===== src/armPkg.sv =====
package armPkg;

    ////////////////////////////////////////////////////////////
    // Widths and sizes
    ////////////////////////////////////////////////////////////

    localparam int dataWidth     = 32;
    localparam int regAddrWidth  = 4;
    localparam int numRegs       = 16;
    localparam int dmemWords     = 256;
    localparam int dmemAddrWidth = $clog2(dmemWords);

    // Upper half-word all ones, everything above is IO
    localparam logic [dataWidth-1:0] ioBase = 32'hFFFF_0000;

    localparam logic [1:0] opClassData = 2'b00;
    localparam logic [1:0] opClassMem  = 2'b01;

    ////////////////////////////////////////////////////////////
    // Opcodes and selects
    ////////////////////////////////////////////////////////////

    typedef enum logic [3:0] {
        opAnd = 4'b0000,
        opSub = 4'b0010,
        opAdd = 4'b0100,
        opOrr = 4'b1100,
        opMov = 4'b1101
    } aluOp_t;

    typedef enum logic [1:0] {
        fwdNone = 2'b00,
        fwdWb   = 2'b01,
        fwdMem  = 2'b10
    } fwdSel_t;

    // Same word seen as data processing or as load/store
    typedef union packed {
        struct packed {
            logic [3:0]              cond;
            logic [1:0]              opClass;
            logic                    immFlag;
            aluOp_t                  opcode;
            logic                    setFlags;
            logic [regAddrWidth-1:0] rn;
            logic [regAddrWidth-1:0] rd;
            logic [11:0]             operand2;
        } dp;
        struct packed {
            logic [3:0]              cond;
            logic [1:0]              opClass;
            logic                    immNot;
            logic                    pre;
            logic                    up;
            logic                    byteSel;
            logic                    writeBack;
            logic                    load;
            logic [regAddrWidth-1:0] rn;
            logic [regAddrWidth-1:0] rd;
            logic [11:0]             offset;
        } mem;
    } instrWord_t;

    // MOV r0, r0
    localparam instrWord_t nopInstr = 32'hE1A0_0000;

endpackage


===== src/fetchStage.sv =====
`timescale 1ns/1ps

module fetchStage import armPkg::*; (
    input  logic                 CLK,
    input  logic                 rst,
    input  logic                 stall,
    output logic [dataWidth-1:0] instrAddr,
    input  logic [dataWidth-1:0] instr,
    output instrWord_t           instrD
);

    logic [dataWidth-1:0] pc;

    assign instrAddr = pc;

    always_ff @(posedge CLK) begin
        if (rst) begin
            pc <= '0;
        end else if (!stall) begin
            pc <= pc + dataWidth'(4);
        end
    end

    // Fetch/decode register
    always_ff @(posedge CLK) begin
        if (rst) begin
            instrD <= nopInstr;
        end else if (!stall) begin
            instrD <= instr;
        end
    end

endmodule


===== config.mk =====
export PLATFORM = sky130hd
export DESIGN_NAME = fetchStage
export DESIGN_NICKNAME = d
export VERILOG_FILES = /design/src/armPkg.sv /design/src/fetchStage.sv
export SDC_FILE = /design/constraint.sdc
export NUM_CORES = 1
export LEC_CHECK = 0
export BUFFER_PORTS_ARGS = -buffer_cell sky130_fd_sc_hd__buf_2
export CORE_UTILIZATION = 48
export DETAILED_ROUTE_END_ITERATION = 12
export PLACE_DENSITY = 0.77
export SYNTH_ARGS = -nofsm -noshare
export SYNTH_HDL_FRONTEND = slang
export SYNTH_SLANG_ARGS = --single-unit
export TNS_END_PERCENT = 100

===== constraint.sdc =====
create_clock -name CLK -period 2.6 [get_ports CLK]
set_input_delay 0.52 -clock CLK [delete_from_list [all_inputs] [get_ports CLK]]
set_output_delay 0.52 -clock CLK [all_outputs]
set_load 0.02 [all_outputs]

==> results.txt <==
Number of gates resized after CTS: 0
Count of standard-cell rows: 26
GRT Overall Usage: 20.0%
Synth-to-layout area growth: 25.5%
Die height: 75.7 um
Placement Cell Area: 3110 um2
Met3 capacity usage during global routing: 6.48%
Share of cells above drive strength 1: 33.4%
Fmax: 476 MHz
Clock tree from TritonCTS: built
Worst-path fanout max: 16
Drt pass-1 iters: 5
Headroom to the max-slew limit: 50.7%
Antenna violation net count after detailed routing: 0
CTS H-tree depth: 3
Std-Cell Core Area: 5170 um2
Number of failing hold endpoints at the final stage: 0
Register bit total from synthesis: 62
Data required time at the worst endpoint: 2.85 ns
Area share of the largest cell type after synthesis: 47.6%
Most frequent standard cell in the layout excluding fill and tap cells: buf_2
Seq/Total Area, Yosys: 47.6%
Peak per-stage delay on the critical path: 0.59 ns
GR Util met2: 31.4%
Buf/Inv on CP: 0
Post-detailed-route via-to-cell ratio: 5.24
Leak Pwr: 0.00155 uW
Routed Wire Length: 5.58 mm
Number of buffer cells added on primary ports: 96
Critical-path top delay cell: or4_1
Unrepaired setup endpoints after global routing: false
Setup Skew: 0.00638 ns
Final total negative setup slack: 0 ns
Via total after detailed routing: 2309
Gate count after technology mapping: 272
Cell area after synthesis: 2610 um2
Ratio of final minimum period to clock period: 80.8%
Worst Hold Class: in -> reg
Switching share of power: 25.5%
Clock transition at the register clock pins on the worst setup and hold paths after CTS: 0.07 ns
GRT met1 Usage: 24.2%
Psw: 489 uW
Initial antenna violation count: 0
Number of global-route vias before repair: 1972
Detailed-placement wirelength estimate: 3.87 mm
CTS sink cnt: 62
Sequential cell fraction of total power: 52.4%
Global route total overflow: 0
Pin count of the biggest net entering global routing: 44
Chip width: 75.7 um
Hold buffer count at CTS: 0
Library cell occupying the most area in the post-synthesis netlist: dfxtp_1
Count of pins on the block boundary: 99
Layer with the highest usage: met2
Count of final setup violators: 0
CTS Buf Count: 9
Capturing element type of the critical path: flop
Cell types with the largest area share after synthesis: dfxtp_1 (48%), mux2i_1 (10%), nor2_1 (6.2%), nor2b_1 (2.9%), a21oi_1 (2.5%)
Clock network fraction of design power: 37.6%
Final weighted congestion in routability-driven placement: 0.817
Critical path launch point type: flop
Family with the most delay on the worst path: simple AND/OR/NAND/NOR gates
Maximum Capacitance Violations: 0
Data arrival time of the critical path: 2.35 ns
Total setup buffers inserted after CTS: 0
Time the final worst path needs with I/O delays and setup: 2.10 ns
DRC violation count after routing: 0
Largest voltage drop on the vdd net: 0.000403 V
Commonest non-fill, non-tap cells in the layout: buf_2 (96), dfxtp_1 (62), nor2_1 (43)
Logic gate share of total power: 10.0%
DR WL/cell: 12.7 um
Initial cell density of the core: 50.4%
Cell breakdown of the critical path: ha_1, and4b_2, nand4_2, or4_1, a21oi_1
Count of yosys warnings during synthesis: 0
Number of max-slew violations in the final report: 0
Drt first-iter violations: 156
Power density over the cells: 585 nW/um2
Diode count: 0
Transition time at the pin with the least slew margin: 0.740 ns
Post-route cell area: 3270 um2
Cell at the root of the clock tree: clkbuf_8
Cell Int Power: 1430 uW
Wire length of the first global-routing pass: 8.54 mm
Worst-Skew Late Latency: 0.33 ns
Category of the critical setup timing path: reg -> reg
Floorplan die area: 5730 um2
Yosys cell types: 36
Final net count: 402
Avg Inst Size Synth: 9.59 um2
Result of the run: completed
Number of buffers on the longest clock path: 2
[metrics by stage]
step,setup slack [ns],cells,util [%],hold slack (ns),total power (uW)
4_1_cts,0.497,441,63.3,0.406,1940
6_report,0.499,441,63.3,0.418,1920
3_3_place_gp,0.495,425,60.1,0.442,1210
5_1_grt,0.381,441,63.3,0.421,1990
3_5_place_dp,0.442,425,60.1,0.448,1220
2_1_floorplan,0.640,273,-,0.559,1150
[worst paths after layout]
| path | startpoint | endpoint | slack [ns] | cells after the start |
|---|---|---|---|---|
| setup reg to reg | instrAddr[2] | instrAddr[30] | 0.50 | 5 |
| setup / recovery | instrAddr[2] | instrAddr[30] | 0.50 | 5 |
| hold / removal | instr[27] | instrD[27] | 0.42 | 3 |
| hold reg to reg | instrD[29] | instrD[29] | 0.47 | 1 |
[layout make-up]
cell class	instances	area, um2
Multi-Input combinational cell	191	1250
Fill cell	455	1900
Tap cell	70	87.6
Sequential cell	62	1240
Clock buffer	11	141
Clock inverter	5	25.0
Inverter	3	11.3
Timing Repair Buffer	99	515
[cell usage after synthesis (all sizes together)]
library cell and number:
mux2i 27, nand2 9, nand4b 2, and4b 1, o21ai 7, nor4 1
xnor2 6, xor2 5, mux2 5, dfxtp 62, conb 1, nand4 7
a211o 6, nor3 7, nand3b 1, o31ai 6, clkbuf 5, nor2b 12
or4 7, nand3 9, and3 3, and4 4, or3 7, nor2 43
ha 1, dlygate4sd1 1, buf 11, a21oi 13, inv 3
[kinds of logic after synthesis]
logic type               count (synthesis)  share of synthesized area [%]
multiplexers                            32                           12.5
AO/OA/AOI/OAI                           32                           7.58
XOR/XNOR                                11                           3.69
AND/OR/NAND/NOR                        113                           23.4
flip-flops                              62                           47.6
other                                    1                          0.144
adder cells (fa/ha/maj)                  1                          0.480
buffers and inverters                   20                           4.56
[sequential cells by signal, summed over array words and instances, names as in the netlist]
name,cells
instrD,32
instrAddr,30
[tightest hold or removal path, stage by stage]
cell and delay, ns:
buf_2 0.07, mux2i_1 0.05, nor2_1 0.07
[power groups by stage]
stage | Clock, uW | Combinational, uW | Sequential, uW
final | 721 | 192 | 1000
after global routing | 778 | 209 | 1010
after CTS | 741 | 194 | 1000
after detailed placement | 0 | 194 | 1020
after global placement | 0 | 189 | 1020
after floorplan | 0 | 81.4 | 1070
[per-layer routing]
metal,routed length [um],share of wire (%)
met1,2570,46
met2,2540,46
met3,425,7.6
met4,43,0.77
met5,0,0
Note: power is estimated with default switching activity, not from simulation.
