<file path="src/armPkg.sv">
package armPkg;

    ////////////////////////////////////////////////////////////
    // Widths and sizes
    ////////////////////////////////////////////////////////////

    localparam int dataWidth     = 32;
    localparam int regAddrWidth  = 4;
    localparam int numRegs       = 16;
    localparam int dmemWords     = 256;
    localparam int dmemAddrWidth = $clog2(dmemWords);

    // Upper half-word all ones, everything above is IO
    localparam logic [dataWidth-1:0] ioBase = 32'hFFFF_0000;

    localparam logic [1:0] opClassData = 2'b00;
    localparam logic [1:0] opClassMem  = 2'b01;

    ////////////////////////////////////////////////////////////
    // Opcodes and selects
    ////////////////////////////////////////////////////////////

    typedef enum logic [3:0] {
        opAnd = 4'b0000,
        opSub = 4'b0010,
        opAdd = 4'b0100,
        opOrr = 4'b1100,
        opMov = 4'b1101
    } aluOp_t;

    typedef enum logic [1:0] {
        fwdNone = 2'b00,
        fwdWb   = 2'b01,
        fwdMem  = 2'b10
    } fwdSel_t;

    // Same word seen as data processing or as load/store
    typedef union packed {
        struct packed {
            logic [3:0]              cond;
            logic [1:0]              opClass;
            logic                    immFlag;
            aluOp_t                  opcode;
            logic                    setFlags;
            logic [regAddrWidth-1:0] rn;
            logic [regAddrWidth-1:0] rd;
            logic [11:0]             operand2;
        } dp;
        struct packed {
            logic [3:0]              cond;
            logic [1:0]              opClass;
            logic                    immNot;
            logic                    pre;
            logic                    up;
            logic                    byteSel;
            logic                    writeBack;
            logic                    load;
            logic [regAddrWidth-1:0] rn;
            logic [regAddrWidth-1:0] rd;
            logic [11:0]             offset;
        } mem;
    } instrWord_t;

    // MOV r0, r0
    localparam instrWord_t nopInstr = 32'hE1A0_0000;

endpackage

</file>
<file path="src/hazardUnit.sv">
`timescale 1ns/1ps

module hazardUnit import armPkg::*; (
    input  logic [regAddrWidth-1:0] ra1D,
    input  logic [regAddrWidth-1:0] ra2D,
    input  logic [regAddrWidth-1:0] ra1E,
    input  logic [regAddrWidth-1:0] ra2E,
    input  logic [regAddrWidth-1:0] wa3E,
    input  logic                    memToRegE,
    input  logic                    regWriteM,
    input  logic [regAddrWidth-1:0] wa3M,
    input  logic                    regWriteW,
    input  logic [regAddrWidth-1:0] wa3W,
    input  logic [regAddrWidth-1:0] ra2M,
    input  logic                    memWriteM,
    output fwdSel_t                 fwdA,
    output fwdSel_t                 fwdB,
    output logic                    fwdStore,
    output logic                    stall,
    output logic                    bubble
);

    // Newest producer first
    function automatic fwdSel_t fwdFor(input logic [regAddrWidth-1:0] ra);
        if (regWriteM && wa3M == ra) begin
            return fwdMem;
        end else if (regWriteW && wa3W == ra) begin
            return fwdWb;
        end
        return fwdNone;
    endfunction

    always_comb begin
        fwdA     = fwdFor(ra1E);
        fwdB     = fwdFor(ra2E);
        fwdStore = memWriteM && regWriteW && wa3W == ra2M;
        // Load result not ready for the next instruction
        stall    = memToRegE && (wa3E == ra1D || wa3E == ra2D);
        bubble   = stall;
    end

endmodule

</file>
<file path="config.mk">
export PLATFORM = sky130hd
export DESIGN_NAME = hazardUnit
export DESIGN_NICKNAME = d
export VERILOG_FILES = /design/src/armPkg.sv /design/src/hazardUnit.sv
export SDC_FILE = /design/constraint.sdc
export NUM_CORES = 1
export LEC_CHECK = 0
export BUFFER_PORTS_ARGS = -buffer_cell sky130_fd_sc_hd__buf_2
export CAP_MARGIN = 15
export CORE_AREA = 2 2 39 41
export DETAILED_ROUTE_END_ITERATION = 7
export DIE_AREA = 0 0 41 43
export PLACE_DENSITY = 0.79
export SLEW_MARGIN = 20
export SYNTH_ARGS = -nofsm -noshare
export SYNTH_HDL_FRONTEND = slang
export SYNTH_SLANG_ARGS = --single-unit
export TNS_END_PERCENT = 1
</file>
<file path="constraint.sdc">
create_clock -name vclk -period 0.8
set_clock_uncertainty 0.2 [all_clocks]
set_input_delay 0.04 -clock vclk [all_inputs]
set_output_delay 0.04 -clock vclk [all_outputs]
set_load 0.005 [all_outputs]
</file>
==> impl_metrics.toml, run 1 <==
[timing]
setup_viol = 7
slew_violations = 0
finalHoldViolCount = 0
maxSlewHeadroom_pct = 84.3
worstMarginPinSlew_ps = 236
post-route-period-util_pct = 135
fin_ws_ps = -281
period_minus_slack_ps = 1080
fmax_ghz = 0.925
timing.hold.ws_ps = 214
rsz0062_at_grt = "true"

[synth]
yosysWarningCount = 0
synth_area_um2 = 367
synth_simple_gate_area_share_pct = 25.6
synthXorXnorAreaFrac_pct = 52.6
post_synth_num_cell_types = 19
synth_area_per_cell_um2 = 7.33
synth-compound-area-share_pct = 13.7
syn_nets = 86
synthCells = 50
synth_top_family_by_area = "XOR/XNOR gates"
ys_seq_area_share_pct = 0
synth_fa_ha_area_share_pct = 0
synthMuxAreaShare_pct = 0

[routing]
via_per_inst = 4.59
wl_per_cell_um = 10.8
drc = 0
routed_wl_um = 1220
vias = 519
first_pass_iters = 4
drt_iter0_markers = 16
ant_nets = 0

[pwr]
p_per_area_mw_per_mm2 = 497
power.leakage_nw = 0.380
peakVddDrop_mv = 0.255

[global_routing]
grt_max_degree = 5
met1_usage_pct = 16.8
grt_pass1_vias = 509
grt_first_pass_wirelength_um = 1880
use_met2_pct = 27.8
met3_usage_pct = 1.05
track_usage_pct = 14.4
grt.overflow.total = 0
top_usage_layer = "met2"
antenna_found_initial = 0

[worst_setup_path]
critical_path_class = "in -> out"
critPathBufInv = 2
startpoint_type = "input pin"
slowest_stage = "a222oi_1"
max_stage_delay_ps = 290
worstPathCellList = "buf_6 > a222oi_1 > nor3b_2 > nor2_1 > buf_2"
path_max_fanout = 3
critical-path-top-delay-family = "simple AND/OR/NAND/NOR gates"
crit_arrival_ps = 840
cp-end-kind = "output port"
cp.required_ps = 560

[finish]
drive_above_1_share_pct = 60.8
regArea_um2 = 0
seq_cells = 0
final_cell_mix = "buf_2 (37), xor2_1 (11), buf_6 (7)"
clkbuf_count = 0
areaGrowthSynthToFinish_pct = 94.9
nets = 135
mostFrequentLayoutCell = "buf_2"
final_core_util_pct = 51.6
antenna_cells = 0
fin_area_um2 = 714

[clock_network]
postCtsHoldBufs = 0

[placed_design]
dpl_cell_area_um2 = 632
hpwl_um = 1100
place_congestion = 0.761
io_buffers = 43

[floorplan]
core_mm2 = 0.00138
fp.dieH_um = 43
pin_count = 43
start_util_pct = 26.5
row_count = 14
die_x_um = 41
design.die.area_mm2 = 0.00176

[status]
status = "complete, but fails checks"
violations = "negative setup slack"

[job]
drv_cap = 0

[min_path]
hp-class = "in -> out"
[cells in the mapped netlist]
cell type	instances	area share, %
o2111ai_1	1	2.4
nand4_1	2	3.4
nand2_1	1	1.0
xnor2_1	11	26
nor4_2	1	3.4
a21boi_0	1	2.0
nand3_1	2	2.7
o211ai_1	1	2.0
buf_4	1	2.0
and2_1	1	1.7
or2b_1	1	2.0
xor2_1	11	26
a222oi_1	2	5.5
nor3b_2	1	3.4
inv_1	6	6.1
nor2_1	2	2.0
nor3_1	3	4.1
nand2b_1	1	1.7
o22ai_1	1	1.7
[cell families (layout without fill, tap and decap cells)]
kind of cell / count (synthesis) / in the layout
xor+xnor: 22 / 22
compound gates: 6 / 6
buf+inv: 7 / 54
simple gates: 15 / 15
[per-stage QoR]
| step | setup slack [ps] | power (mW) | cells | TNS [ps] |
|---|---|---|---|---|
| 4_1_cts | -288 | 0.331 | 113 | -1500 |
| 3_5_place_dp | -311 | 0.308 | 113 | -1640 |
| 5_1_grt | -338 | 0.387 | 113 | -1860 |
| 2_1_floorplan | -67.7 | 0.139 | 50 | -171 |
| 6_report | -281 | 0.355 | 113 | -1440 |
| 3_3_place_gp | -293 | 0.299 | 113 | -1510 |
[layout make-up]
class                      count  area (µm²)
fill                         136         669
multi-input combinational     43         378
timing repair buffer          48         294
inverter                       6        22.5
tap                           16        20.0
[timing repair]
action	in CTS	in global routing
buffers inserted	0	0
setup endpoints to repair	7	7
pin swaps	6	10
endpoints found under the hold margin	0	0
resized for setup	11	6
[power breakdown]
group	switching, mW	internal [mW]	total [mW]
clock	0	0	0
sequential	0	0	0
combinational	0.146	0.209	0.355
total	0.146	0.209	0.355
[metal layers]
layer,share of wire [%],up-vias
met5,0,-
met4,0,0
met3,9.0,0
met2,55,21
met1,36,232
li1,-,266
[path summary, 6_finish.rpt]
path / from / end / slack, ps / cells after the start
min: memToRegE / stall / 210 / 3
max: wa3M[1] / fwdB[0] / -280 / 5
No activity file was read; power rests on OpenSTA's default activity.
==> run 2: changes to the inputs <==
--- a/config.mk
+++ b/config.mk
@@ -15,4 +15,3 @@
 export SYNTH_ARGS = -nofsm -noshare
 export SYNTH_HDL_FRONTEND = slang
 export SYNTH_SLANG_ARGS = --single-unit
-export TNS_END_PERCENT = 1
==> run 2 against run 1 <==
Effect of this change: the flow still finishes with violations (negative setup slack); cell area increased by 19%; critical endpoint unchanged; sequential share of layout area unchanged; maximum frequency decreased by 0.11%; core utilization increased by 9.8 points; combinational power increased by 24%; routed wire length increased by 31%; critical path type unchanged; largest cell class unchanged; clock-buffer cell count unchanged; die area unchanged; highest routed layer is now met4; power increased by 24%; via count increased by 7.1%; first-iteration DRC count decreased by 50%.
==> impl_metrics.toml, run 2 (synthesis gave the netlist of run 1 again) <==
[status]
status = "complete, but fails checks"
violations = "negative setup slack"

[finish]
mostFrequentLayoutCell = "buf_2"
regArea_um2 = 0
areaGrowthSynthToFinish_pct = 132
final_cell_mix = "buf_2 (25), buf_6 (15), xor2_1 (10)"
nets = 135
nFillCells = 117
clkbuf_count = 0
drive_above_1_share_pct = 67.0
seq_cells = 0
antenna_cells = 0
fin_cells = 113

[timing]
slew_violations = 0
setup_tns_ps = -1400
period_minus_slack_ps = 1080
worstMarginPinSlew_ps = 247
finalHoldViolCount = 0
timing.hold.ws_ps = 218
setup_viol = 7
maxSlewHeadroom_pct = 83.5
fmax_ghz = 0.924
post-route-period-util_pct = 135
rsz0062_at_grt = "true"
fin_ws_ps = -282

[worst_setup_path]
crit_start = "ra2E[1]"
crit_arrival_ps = 840
cp.required_ps = 560
crit_end = "fwdB[0]"
cp-end-kind = "output port"
critical_path_class = "in -> out"
path_max_fanout = 3
startpoint_type = "input pin"

[placed_design]
placed_cells = 113
io_buffers = 43
hpwl_um = 1100
place_congestion = 0.761

[routing]
drt_iter0_markers = 8
ant_nets = 0
first_pass_iters = 4
drc = 0
vias = 556
via_per_inst = 4.92
wl_per_cell_um = 14.1
routed_wl_um = 1590

[floorplan]
core_mm2 = 0.00138
die_x_um = 41
design.die.area_mm2 = 0.00176
row_count = 14
fp.dieH_um = 43
pin_count = 43
start_util_pct = 26.5

[global_routing]
grt.overflow.total = 0
antenna_found_initial = 0
grt_max_degree = 5
grt_first_pass_wirelength_um = 2300
grt_pass1_vias = 586
track_usage_pct = 18.5

[pwr]
power.leakage_nw = 0.436
finalPower_mw = 0.441
peakVddDrop_mv = 0.261
p_per_area_mw_per_mm2 = 519

[min_path]
hp-class = "in -> out"
hp-start = "memToRegE"

[clock_network]
cts_setup_buffers = 0

[job]
drv_cap = 0
## run 2: metal layers
metal  wire length (µm)  up-vias  global-route usage [%]
met1                466      257                    16.9
met2                959       28                    38.4
met5                  0        -                       0
met3                128        4                    1.57
li1                   -      267                       -
met4                 34        0                    4.00
## run 2: through the flow
| stage | setup WS (ps) | util, % | area, µm² |
|---|---|---|---|
| after floorplan | -67.7 | - | 367 |
| after global placement | -293 | 45.7 | 632 |
| after detailed placement | -311 | 45.7 | 632 |
| after CTS | -288 | 57.6 | 797 |
| after global routing | -381 | 61.4 | 850 |
| final | -282 | 61.4 | 850 |
## run 2: worst min path at each step
stage          slack [ps]      end  depth (start not counted)
2_1_floorplan         -30  fwdA[0]                          2
3_3_place_gp          210    stall                          3
3_5_place_dp          220    stall                          3
4_1_cts               220    stall                          3
5_1_grt               240    stall                          3
6_report              220    stall                          3
## run 2: area by class of cell
class	count	area, µm²	area share (%)
multi-input combinational	43	420	49.5
timing repair buffer	48	384	45.2
inverter	6	25.0	2.95
tap	16	20.0	2.36
## run 2: report_power, final
| part | total [mW] | leakage [nW] | internal, mW | switching [mW] |
|---|---|---|---|---|
| clock network | 0 | 0 | 0 | 0 |
| logic | 0.441 | 0.436 | 0.270 | 0.171 |
| registers | 0 | 0 | 0 | 0 |
## run 2: timing repair
action | in CTS | in global routing
setup endpoints to repair | 7 | 7
gates resized for setup | 33 | 10
pin swaps | 19 | 12
hold buffers | 0 | 0
## run 2: critical path, stage by stage
cell and delay [ps]:
buf_8 70, inv_2 30, a222oi_1 300, nor3b_2 230, nor2_1 60, buf_2 120
==> run 3: changes to the inputs <==
--- a/config.mk
+++ b/config.mk
@@ -15,3 +15,4 @@
 export SYNTH_ARGS = -nofsm -noshare
 export SYNTH_HDL_FRONTEND = slang
 export SYNTH_SLANG_ARGS = --single-unit
+export TNS_END_PERCENT = 1
==> constraint.sdc (replaced) <==
create_clock -name vclk -period 0.8
set_clock_uncertainty 0.2 [all_clocks]
set_input_delay 0 -clock vclk [all_inputs]
set_output_delay 0 -clock vclk [all_outputs]
set_load 0.005 [all_outputs]
==> run 3 against run 2 <==
Effect of this change: the flow still finishes with violations (negative setup slack); routed wire length down 15%; largest cell class unchanged; core utilization down 10 points; global-route usage down 2.4 points; sequential share of layout area unchanged; combinational power down 19%; first-iteration DRC count down 50%; cell area down 17%; critical endpoint unchanged.
==> impl_metrics.toml, run 3 (synthesis gave the netlist of run 1 again) <==
[status]
violations = "negative setup slack"
status = "complete, but fails checks"

[timing]
period_minus_slack_ps = 1000
setup_viol = 7
worstMarginPinSlew_ps = 252
setup_tns_ps = -1020
slew_violations = 0
fmax_ghz = 1.00
maxSlewHeadroom_pct = 83.2
fin_ws_ps = -200
rsz0062_at_grt = "true"
post-route-period-util_pct = 125
finalHoldViolCount = 0

[worst_setup_path]
startpoint_type = "input pin"
cp.required_ps = 600
slowest_stage = "a222oi_1"
crit_arrival_ps = 800
path_max_fanout = 3
critical_path_class = "in -> out"
worstPathCellList = "buf_8 > a222oi_1 > nor3b_2 > nor2_1 > buf_2"
cp-end-kind = "output port"
max_stage_delay_ps = 300

[placed_design]
placed_cells = 114
hpwl_um = 1190
io_buffers = 43
place_congestion = 0.765
dpl_cell_area_um2 = 639

[floorplan]
row_count = 14
pin_count = 43
start_util_pct = 26.5
core_mm2 = 0.00138
fp.dieH_um = 43
die_x_um = 41
design.die.area_mm2 = 0.00176

[finish]
mostFrequentLayoutCell = "buf_2"
regArea_um2 = 0
fin_cells = 114
antenna_cells = 0
final_cell_mix = "buf_2 (36), xor2_1 (11), xnor2_1 (10)"
fin_area_um2 = 708
nets = 136
seq_cells = 0
clkbuf_count = 0
drive_above_1_share_pct = 55.1
areaGrowthSynthToFinish_pct = 93.2

[routing]
drt_iter0_markers = 4
ant_nets = 0
vias = 543
wl_per_cell_um = 11.9
met1_length_um = 433
met2WireLength_um = 803
first_pass_iters = 4
drc = 0
routed.top_layer = "met3"
met3_length_um = 117
routed_wl_um = 1350
via_per_inst = 4.76

[global_routing]
antenna_found_initial = 0
grt_max_degree = 5
track_usage_pct = 16.1
grt_pass1_vias = 550
grt.overflow.total = 0
grt_first_pass_wirelength_um = 2060

[pwr]
p_per_area_mw_per_mm2 = 502
peakVddDrop_mv = 0.235
power.leakage_nw = 0.369
finalPower_mw = 0.356

[clock_network]
postCtsHoldBufs = 0

[min_path]
hp-class = "in -> out"

[job]
drv_cap = 0
-- run 3: cell count changes in the layout (fill, tap and decap cells not counted), sizes merged --
cell  change
buf       +1
-- run 3: layout make-up --
type	instances	area, µm²
timing repair buffer	49	304
fill	141	676
inverter	6	22.5
tap	16	20.0
multi-input combinational	43	362
-- run 3: metrics by stage --
stage / worst slack, ps / hold WS [ps] / utilization, %
floorplan: -18.9 / -114 / -
global placement: -207 / 131 / 46.2
detailed placement: -242 / 146 / 46.2
CTS: -205 / 147 / 47.4
global route: -271 / 191 / 51.2
finish: -200 / 160 / 51.2
-- run 3: worst max-delay path: cells and delay by family --
family,cells,cell delay [ps]
AO/OA/AOI/OAI,1,300
AND/OR/NAND/NOR,2,280
buffers and inverters,2,220
-- run 3: worst paths after layout --
| kind | to | from | slack (ps) | cells after the start |
|---|---|---|---|---|
| setup / recovery | fwdB[0] | wa3M[1] | -200 | 5 |
| hold / removal | bubble | memToRegE | 160 | 3 |
-- run 3: timing repair --
action,4_1_cts,5_1_grt
pin swaps,6,8
setup endpoints to repair,7,7
buffers inserted,0,0
gates resized for setup,4,12
cloned,0,0
-- run 3: per-layer routing --
layer | track usage, % | vias to the layer above
met5 | 0 | -
met4 | 0 | 0
met3 | 0.524 | 0
met2 | 34.7 | 28
met1 | 15.5 | 245
li1 | - | 270
-- run 3: power by group --
| part | internal [mW] | switching [mW] |
|---|---|---|
| logic | 0.204 | 0.152 |
| clock network | 0 | 0 |
| registers | 0 | 0 |
