### config.mk
export PLATFORM = sky130hd
export DESIGN_NAME = decodeStage
export DESIGN_NICKNAME = d
export VERILOG_FILES = /design/src/armPkg.sv /design/src/decodeStage.sv
export SDC_FILE = /design/constraint.sdc
export NUM_CORES = 1
export LEC_CHECK = 0
export BUFFER_PORTS_ARGS = -buffer_cell sky130_fd_sc_hd__buf_2
export CORE_UTILIZATION = 60
export DETAILED_ROUTE_END_ITERATION = 6
export MAX_ROUTING_LAYER = met4
export PLACE_DENSITY = 0.79
export SYNTH_ARGS = -nofsm -noshare
export SYNTH_HDL_FRONTEND = slang
export SYNTH_SLANG_ARGS = --single-unit
### constraint.sdc
create_clock -name CLK -period 6.8 [get_ports CLK]
set_input_delay 0.68 -clock CLK [delete_from_list [all_inputs] [get_ports CLK]]
set_output_delay 0.68 -clock CLK [all_outputs]
set_load 0.02 [all_outputs]
### src/armPkg.sv
package armPkg;

    ////////////////////////////////////////////////////////////
    // Widths and sizes
    ////////////////////////////////////////////////////////////

    localparam int dataWidth     = 32;
    localparam int regAddrWidth  = 4;
    localparam int numRegs       = 16;
    localparam int dmemWords     = 256;
    localparam int dmemAddrWidth = $clog2(dmemWords);

    // Upper half-word all ones, everything above is IO
    localparam logic [dataWidth-1:0] ioBase = 32'hFFFF_0000;

    localparam logic [1:0] opClassData = 2'b00;
    localparam logic [1:0] opClassMem  = 2'b01;

    ////////////////////////////////////////////////////////////
    // Opcodes and selects
    ////////////////////////////////////////////////////////////

    typedef enum logic [3:0] {
        opAnd = 4'b0000,
        opSub = 4'b0010,
        opAdd = 4'b0100,
        opOrr = 4'b1100,
        opMov = 4'b1101
    } aluOp_t;

    typedef enum logic [1:0] {
        fwdNone = 2'b00,
        fwdWb   = 2'b01,
        fwdMem  = 2'b10
    } fwdSel_t;

    // Same word seen as data processing or as load/store
    typedef union packed {
        struct packed {
            logic [3:0]              cond;
            logic [1:0]              opClass;
            logic                    immFlag;
            aluOp_t                  opcode;
            logic                    setFlags;
            logic [regAddrWidth-1:0] rn;
            logic [regAddrWidth-1:0] rd;
            logic [11:0]             operand2;
        } dp;
        struct packed {
            logic [3:0]              cond;
            logic [1:0]              opClass;
            logic                    immNot;
            logic                    pre;
            logic                    up;
            logic                    byteSel;
            logic                    writeBack;
            logic                    load;
            logic [regAddrWidth-1:0] rn;
            logic [regAddrWidth-1:0] rd;
            logic [11:0]             offset;
        } mem;
    } instrWord_t;

    // MOV r0, r0
    localparam instrWord_t nopInstr = 32'hE1A0_0000;

endpackage

### src/decodeStage.sv
`timescale 1ns/1ps

module decodeStage import armPkg::*; (
    input  logic                    CLK,
    input  logic                    rst,
    input  instrWord_t              instrD,
    input  logic                    bubble,
    input  logic                    stall,
    input  logic                    regWriteW,
    input  logic [regAddrWidth-1:0] wa3W,
    input  logic [dataWidth-1:0]    resultW,
    output logic [regAddrWidth-1:0] ra1D,
    output logic [regAddrWidth-1:0] ra2D,
    output logic [dataWidth-1:0]    rd1E,
    output logic [dataWidth-1:0]    rd2E,
    output logic [dataWidth-1:0]    immE,
    output logic                    useImmE,
    output aluOp_t                  aluOpE,
    output logic                    regWriteE,
    output logic                    memWriteE,
    output logic                    memToRegE,
    output logic [regAddrWidth-1:0] wa3E,
    output logic [regAddrWidth-1:0] ra1E,
    output logic [regAddrWidth-1:0] ra2E
);

    logic                    regWriteD;
    logic                    memWriteD;
    logic                    memToRegD;
    logic                    useImmD;
    aluOp_t                  aluOpD;
    logic [regAddrWidth-1:0] wa3D;
    logic [dataWidth-1:0]    immD;
    logic [dataWidth-1:0]    rd1D;
    logic [dataWidth-1:0]    rd2D;
    logic [dataWidth-1:0]    regFile [numRegs];

    ////////////////////////////////////////////////////////////
    // Instruction decode
    ////////////////////////////////////////////////////////////

    always_comb begin
        ra1D      = instrD.dp.rn;
        ra2D      = instrD.dp.operand2[3:0];
        wa3D      = instrD.dp.rd;
        immD      = dataWidth'(instrD.dp.operand2[7:0]);
        useImmD   = instrD.dp.immFlag;
        aluOpD    = instrD.dp.opcode;
        regWriteD = 1'b0;
        memWriteD = 1'b0;
        memToRegD = 1'b0;
        case (instrD.dp.opClass)
            opClassData: begin
                // Unsupported opcodes decode as no-ops
                regWriteD = instrD.dp.opcode inside {opAnd, opSub, opAdd, opOrr, opMov};
            end
            opClassMem: begin
                ra2D      = instrD.mem.rd;
                immD      = dataWidth'(instrD.mem.offset);
                useImmD   = 1'b1;
                aluOpD    = instrD.mem.up ? opAdd : opSub;
                regWriteD = instrD.mem.load;
                memWriteD = !instrD.mem.load;
                memToRegD = instrD.mem.load;
            end
            default: begin
            end
        endcase
    end

    ////////////////////////////////////////////////////////////
    // Register file
    ////////////////////////////////////////////////////////////

    always_ff @(posedge CLK) begin
        if (regWriteW) begin
            regFile[wa3W] <= resultW;
        end
    end

    // Writeback in the same cycle wins over the stored value
    assign rd1D = (regWriteW && wa3W == ra1D) ? resultW : regFile[ra1D];
    assign rd2D = (regWriteW && wa3W == ra2D) ? resultW : regFile[ra2D];

    ////////////////////////////////////////////////////////////
    // Decode/execute register
    ////////////////////////////////////////////////////////////

    always_ff @(posedge CLK) begin
        if (rst || bubble) begin
            regWriteE <= 1'b0;
            memWriteE <= 1'b0;
            memToRegE <= 1'b0;
        end else if (!stall) begin
            regWriteE <= regWriteD;
            memWriteE <= memWriteD;
            memToRegE <= memToRegD;
        end
    end

    always_ff @(posedge CLK) begin
        if (!stall) begin
            rd1E    <= rd1D;
            rd2E    <= rd2D;
            immE    <= immD;
            useImmE <= useImmD;
            aluOpE  <= aluOpD;
            wa3E    <= wa3D;
            ra1E    <= ra1D;
            ra2E    <= ra2D;
        end
    end

endmodule

==> summary.md, run 1 <==
The run finished with clean final reports. Global routing used 29.7% of the available tracks. The number of hold buffers added after CTS was 0.

The post-synthesis cell type count was 40. The tool flagged a number of max-cap violations equal to 0. Summed over all instances, the cell type with the most area after synthesis is edfxtp_1.

Power spread over the standard cell area amounts to 274 nW/um^2. The cell count after synthesis came out at 1256. The final setup violation count was 0; the share of the clock period used by the worst path after layout was 53.7%. TritonCTS built the clock tree. CTS built an H-tree with a depth of 2.

The initial antenna violation count came out at 3. The count of buffers added on input and output ports is 172. After Yosys synthesis, XOR and XNOR cells account for 0.258% of the synthesized area. The worst setup path is of the input port to register kind.

The slowest stage of the critical path belongs to the cell buf_4. The final weighted congestion in routability-driven placement is 0.822, and the number of violations reported at the end of detailed-routing iteration 0 is 1714. The main combinational cell family by area after synthesis is multiplexers. The number of setup buffers added after CTS is 0. Of the synthesized area, sequential elements account for 67.2%. Worst slew slack as a fraction of its limit: 28.3%.

The count of synthesis-stage warnings from yosys is 0. After synthesis, the largest area contributor takes up 67.0% of total cell area. The clock transition at the register clock pins on the worst setup and hold paths after CTS was 0.06 ns; the vertical die dimension was 215 um.

For the wire length of the first global-routing pass, the log shows 96100 um. The maximum fanout count along the critical path was 49; the clock tree skew after final layout was 0.0117 ns. Detailed routing inserted a total of 14549 vias. The average via count per standard cell was 7.01. The clock period could shrink to 3.65 ns. The half-perimeter wire length after placement was 35300 um. The count of final hold-check violations came out at 0.

The logs give 59 for the total clock buffers created by CTS and 1962 for the total placed cells including tap cells. Summed over all layers, the global routing overflow is 0. Compared with the post-synthesis result, the final layout area differs by 12.7%. After Yosys synthesis, full adders, half adders and majority gates account for 0% of the synthesized area. The highest ir drop seen on vdd is 198 uV.

Hold timing on the final database bottoms out at a slack of 0.250 ns. The horizontal die dimension was 215 um. The design draws 8.36 mW. The worst path meets setup with 3.15 ns of slack. The gate family responsible for the most delay along the worst path is buffers and inverters. The tools report the clock insertion delay at the later pin of the skew report as 0.61 ns. In the final routed layout, each cell accounts on average for 31.0 um. The overall die area is 46100 sq um.

The fraction of the mapped netlist area in compound gates came out at 2.03%. The post-placement worst setup slack was 2.48 ns. Sum of negative setup slack: 0 ns. Fmax: 274 MHz.

Entering global routing, the biggest net connects 86 pins. Of the total synthesized cell area, the portion taken by AND, OR, NAND and NOR gates is 1.69%. The share of synthesized area spent on multiplexers was 26.6%; the number of flops mapped to enable cells by yosys was 605.

The tools report the root buffer selected by CTS as clkbuf_16. The kind of path behind the tightest hold check was input port to register. By area the synthesized netlist is led by edfxtp_1 (67%), mux4_2 (24%), mux2_2 (2.8%).

The total area inside the core boundary comes to 44400 sq um. The sum of buffers and inverters on the critical path works out to 3. The average footprint of a synthesized cell was 21.6 sq um.

197 I/O pins were placed. Synthesis inferred 608 register bits. The most numerous cell type found on the critical path is buf_4.

In the layout the commonest cells are edfxtp_1 (605), mux4_2 (285), buf_2 (170). On the worst path, the slowest cell contributes a delay of 0.77 ns. For this run, the post-layout net count is 1504. The reported leakage power was 9.99 nW; the ratio of cells with drive above 1 in the final layout was 44.6%. The clock passes through at most 3 buffers.

The run gives 5 as the first-pass detailed-route iteration total. The most common library cell in the layout ignoring fill and taps was edfxtp_1. The post-route non-filler standard cell count is 2074, and the worst path required time is 7.16 ns. The logs give 0 for the number of slew-limit violations in the final report and 0 for the post-cts gate resize count. Summed over all layers, the routed wires come to 64300 um.

The total clock sinks was 608. The critical path startpoint category is an input port. For this configuration, the core starts out at a cell density of 61.1%.

Setup repair after global routing left no endpoint under its margin. For this run, the leading register cell type out of synthesis is edfxtp_1. The signal on the critical path passes through buf_2 > nor2b_4 > mux2i_4 > buf_4 > xnor2_1 > nor3_1 > nand3_2 > buf_4 > mux2_2. The proportion of synthesized flip-flops having asynchronous set or reset is 0%, and the area of the mapped netlist is 27100 sq um. The count of nets left with antenna violations once routing finished came out at 0. The worst-margin pin slew is 1.08 ns. The tools report the critical path endpoint category as a register. In this run the core area contains 77 standard-cell rows. The DRC violation count after routing is 0. The number of global-route vias before repair is 14946, and the critical path data arrival time is 4.02 ns.
==> kinds of logic after synthesis <==
| kind of cell | count (synthesis) |
|---|---|
| AO/OA/AOI/OAI | 75 |
| XOR/XNOR | 8 |
| buffers and inverters | 115 |
| flip-flops | 608 |
| multiplexers | 356 |
| other | 1 |
| AND/OR/NAND/NOR | 93 |
==> sequential cells by signal (all words and copies together), names as in the netlist <==
signal,flops
useImmE,1
memWriteE,1
memToRegE,1
aluOpE,4
ra2E,4
ra1E,4
regFile,512
wa3E,4
immE,12
regWriteE,1
rd1E,32
rd2E,32
==> layout make-up <==
class / count / area (sq um)
timing repair buffer: 206 / 1150
multi-input combinational: 552 / 8530
inverter: 4 / 17.5
clock inverter: 24 / 240
fill: 2733 / 13900
tap: 592 / 741
clock buffer: 85 / 1640
antenna: 3 / 7.51
sequential: 608 / 18200
==> final timing paths <==
kind | startpoint | endpoint | slack, ns | cells past startpoint
worst max-delay path | instrD[26] | rd2E[23]$_DFFE_PN_ | 3.15 | 9
worst max register to register | regFile[3][22]$_DFFE_PP_ | rd1E[22]$_DFFE_PN_ | 4.81 | 3
worst min register to register | memWriteE$_SDFFE_PP0N_ | memWriteE$_SDFFE_PP0N_ | 0.56 | 2
worst min-delay path | instrD[4] | immE[4]$_DFFE_PN_ | 0.25 | 1
==> worst reg2reg max path: cells and delay by family (launching register included) <==
family	cells	cell delay, ns
muxes	3	1.32
DFF	1	0.42
==> where the power goes <==
group          internal [mW]  switching, mW
sequential              4.26         0.0443
combinational          0.374          0.476
clock                   1.85           1.36
==> cell usage after synthesis (all sizes together), types with 2 or more instances <==
master  instances
edfxtp        605
mux4          285
buf            73
mux2           68
a22oi          63
clkbuf         38
nand2          38
nor2           12
nor3           12
and2            6
nand3b          6
xor2            5
a21oi           4
inv             4
nand2b          4
nand3           4
dfxtp           3
mux2i           3
nor2b           3
or3             3
xnor2           3
a31oi           2
==> metal layers <==
layer	GRT usage [%]	wire length [um]
met2	47.4	32600
met5	-	0
met3	5.42	6020
met4	10.6	2070
met1	38.9	23600
==> per-stage QoR <==
step,util (%),cell area (sq um)
CTS,68.8,30500
finish,68.8,30600
global route,68.8,30600
floorplan,-,27200
global placement,64.6,28700
detailed placement,64.6,28700
(Power assumes the default switching activity.)
==> run 2: changes to the inputs <==
- CORE_UTILIZATION: 60 -> 55
- PLACE_DENSITY: 0.79 -> 0.77
- clock period: 6.8 -> 3.3 ns (I/O delays scaled with it)
==> run 2 against run 1 <==
Effect of this change:
- global-route usage shrank 2.0 points
- the flow now finishes with violations (DRC)
- sequential power increased by 110%
- via count increased by 0.98%
- flip-flop and latch count stayed put
- setup slack lost 2.3 ns
- clock power grew 110%
- clock skew increased by 0.0030 ns
- non-clock buffer count rose by 49
- first-iteration DRC count down 0.12%
- sequential share of layout area decreased by 1.7 points
- combinational power increased by 120%
- register-to-register slack worse by 3.5 ns
==> summary.md, run 2 (synthesized netlist as in run 1, its figures left out) <==
The worst flop-to-flop path startpoint is regFile[13][22]$_DFFE_PP_ (was regFile[3][22]$_DFFE_PP_). The average routed wire per standard cell is 30.1 um (was 31.0 um). The tools report the critical path startpoint category as an input port (unchanged).

The final weighted congestion in routability-driven placement is 0.809 (was 0.822). The clock insertion delay at the later pin of the skew report came out at 0.62 ns (was 0.61 ns). Stage delay of the slowest cell on the critical path: 0.54 ns (was 0.77 ns). The worst-margin pin slew is 0.768 ns (was 1.08 ns), and the post-cts gate resize count is 0 (unchanged).

The count of input and output buffers works out to 172 (unchanged). Share of total power consumed by net switching: 22.5% (was 22.4%). The count of standard-cell rows was 81 (was 77). Vertical die dimension: 224 um (was 215 um). For the starting utilization of the core area, the log shows 55.6% (was 61.1%). The tools report the clock tree skew after final layout as 0.0147 ns (was 0.0117 ns). The final hold slack is 0.0254 ns (was 0.250 ns).

The maximum clock path buffer count was 3 (unchanged). Top Registers: regFile: 512 flops, rd1E: 32 flops, rd2E: 32 flops (unchanged). The ratio of cells with drive above 1 in the final layout was 45.5% (was 44.6%).

The number of global-route vias before repair is 15114 (was 14946). Gate family responsible for the most delay along the worst path: buffers and inverters (unchanged). The number of nets with antenna violations after detailed routing is 0 (unchanged), and the first-pass detailed-route iteration total is 7 (was 5). The maximum fanout count along the critical path was 20 (was 49); the net switching power was 3.94 mW (was 1.88 mW). The checks that failed: DRC. The worst path needs 2.49 ns of the cycle, external delays included. The detailed-route wire length is 66100 um (was 64300 um), and the total clock sinks is 608 (unchanged). The total power of the final layout is 17.5 mW (was 8.36 mW), and the count of final hold-check violations is 0 (unchanged). The average via count per standard cell is 6.68 (was 7.01). DRC violation count after routing: 1 (was 0). The tools report the global router's overall resource usage as 27.7% (was 29.7%).

The run finished, with violations left. The run gives 6040 um (was 6020 um) as the met3 wire length. Kind of path behind the tightest hold check: input port to register (unchanged). Share of the clock period used by the worst path after layout: 75.6%. Number of max-cap violations: 0 (unchanged). The wire length of the first global-routing pass is 97300 um (was 96100 um). TritonCTS built the clock tree.

Initial antenna violation count: 2 (was 3). The run gives 197 (unchanged) as the number of primary I/O pins. The reported leakage power is 10.4 nW (was 9.99 nW). The tools report the capturing point of the worst reg2reg path as rd1E[22]$_DFFE_PN_ (unchanged). Worst-path cell chain: dlygate4sd3_1 > buf_2 > mux2i_4 > buf_12 > buf_12 > mux4_2 > a22oi_1 > nand2_1 > mux2_2 (was buf_2 > nor2b_4 > mux2i_4 > buf_4 > xnor2_1 > nor3_1 > nand3_2 > buf_4 > mux2_2).

The run gives 2198 (was 2074) as the post-route non-filler standard cell count. The number of flip-flops in the largest register was 512 (unchanged); the setup slack of the most critical reg-to-reg path was 1.34 ns (was 4.81 ns). Top layer reached by signal wires: met4 (unchanged). The post-place instance area is 29300 sq um (was 28700 sq um), and the total placed cells including tap cells is 2061 (was 1962).

Post-layout net count: 1554 (was 1504). Category of the most critical setup path: input port to register (unchanged). The critical hold path startpoint is instrD[21] (was instrD[4]). The worst slew slack as a fraction of its limit was 48.7% (was 28.3%). The count of H-tree levels built during CTS came out at 2 (unchanged).

The core area was 48700 sq um (was 44400 sq um); the half-perimeter wire length after placement was 36600 um (was 35300 um). The worst hold path cell count was 2 (was 1); the buffer count from post-CTS setup fixing was 0 (unchanged). Commonest cells after routing, fill and taps aside: edfxtp_1 (605), mux4_2 (285), buf_2 (170) (unchanged).

The run gives 390 uV (was 198 uV) as the highest ir drop seen on vdd. The number of slew-limit violations in the final report is 0 (unchanged). The horizontal die dimension was 224 um (was 215 um).

The tools report the root buffer selected by CTS as clkbuf_16 (unchanged). The logs give 10.6% (was 10.2%) for the part of the power in combinational logic and 60 (was 59) for the total clock buffers created by CTS. The logs give 0 (unchanged) for the overall overflow remaining after global route and 33400 um (was 32600 um) for the routed length on met2.

The pin count of the biggest net entering global routing was 56 (was 86). The critical path endpoint category was a register (unchanged). The power density normalized to cell area was 557 nW/um^2 (was 274 nW/um^2). Setup repair after global routing left no endpoint under its margin. Register bank with the most flops: regFile (unchanged). The post-route cell area was 31400 sq um (was 30600 sq um); the overall die area was 50200 sq um (was 46100 sq um). Critical path data arrival time: 2.86 ns (was 4.02 ns).

The area added between synthesis and finish works out to 15.9% (was 12.7%). The sum of buffers and inverters on the critical path was 4 (was 3). The most common library cell in the layout ignoring fill and taps was edfxtp_1 (unchanged). The via total after detailed routing came out at 14692 (was 14549).

The worst min-delay path endpoint is aluOpE[0]$_SDFFCE_PP0N_ (was immE[4]$_DFFE_PN_). For the fmax, the log shows 401 MHz. The final setup violation count was 0 (unchanged); the sum of negative setup slack was 0 ns (unchanged). Worst setup path startpoint: instrD[0] (was instrD[26]). The part of the total power dissipated in the clock network is 38.7% (was 38.4%), and the sequential group share of total power is 50.7% (was 51.5%).

The run gives 1712 (was 1714) as the number of violations reported at the end of detailed-routing iteration 0. The run gives 3.66 ns (was 7.16 ns) as the worst path required time. The met1 wire length is 24500 um (was 23600 um), and the clock transition at the register clock pins on the worst setup and hold paths after CTS is 0.06 ns (about the same). Most common cell type on the critical path: buf_12 (was buf_4).

The run gives 13.5 mW (was 6.49 mW) as the internal power consumption. The slowest cell on the critical path was dlygate4sd3_1 (was buf_4). Number of cells on the worst reg-to-reg path: 3 (unchanged).
run 2: cell types whose count changed in the layout (fill, tap and decap cells not counted), sizes merged, moves of 2 or more:
cell | previous run | this run
bufinv | 5 | 7
buf | 205 | 232
clkinv | 18 | 26
clkbuf | 86 | 75
inv | 4 | 6
dlygate4sd3 | 0 | 22
run 2: area by class of cell:
type                            instances  area (sq um)
Antenna cell                            4          10.0
Clock buffer                           74          1580
Clock inverter                         37           363
Fill cell                            3153         17300
Inverter                                4          17.5
Multi-Input combinational cell        552          8540
Sequential cell                       608         18200
Tap cell                              664           831
Timing Repair Buffer                  255          1860
run 2: layer usage:
metal	track usage [%]	vias to the layer above
met5	-	-
met4	9.35	0
met3	5.17	152
met2	44.4	874
met1	36.1	7778
li1	-	5888
run 2: power groups by stage:
stage / clock (mW) / sequential [mW] / combinational [mW]
after floorplan: 0 / 9.17 / 1.06
after global placement: 0 / 9.01 / 1.81
after detailed placement: 0 / 9.03 / 1.83
after CTS: 6.84 / 8.87 / 1.87
after global routing: 7.12 / 8.89 / 1.96
final: 6.76 / 8.87 / 1.86
run 2: worst max path at each step:
stage	end	slack, ns	depth (start not counted)
after floorplan	regFile[12][0]$_DFFE_PP_	0.04	2
after global placement	rd2E[3]$_DFFE_PN_	0.46	9
after detailed placement	rd2E[12]$_DFFE_PN_	0.45	9
after CTS	rd2E[8]$_DFFE_PN_	0.82	8
after global routing	rd2E[16]$_DFFE_PN_	0.72	9
final	rd2E[21]$_DFFE_PN_	0.81	9
run 2: repair_timing:
action                     in CTS  in global routing
hold buffers                   22                  0
hold endpoints to repair       22                  0
setup endpoints to repair       0                  0
run 2: through the flow:
step                setup slack, ns  util, %
detailed placement            0.445     60.0
CTS                           0.824     64.4
global route                  0.716     64.5
global placement              0.456     60.0
finish                        0.807     64.5
floorplan                    0.0360        -
run 2: worst register-to-register path, delay by kind of cell (launching register included):
family | cells | cell delay, ns
mux | 3 | 1.30
flops | 1 | 0.41
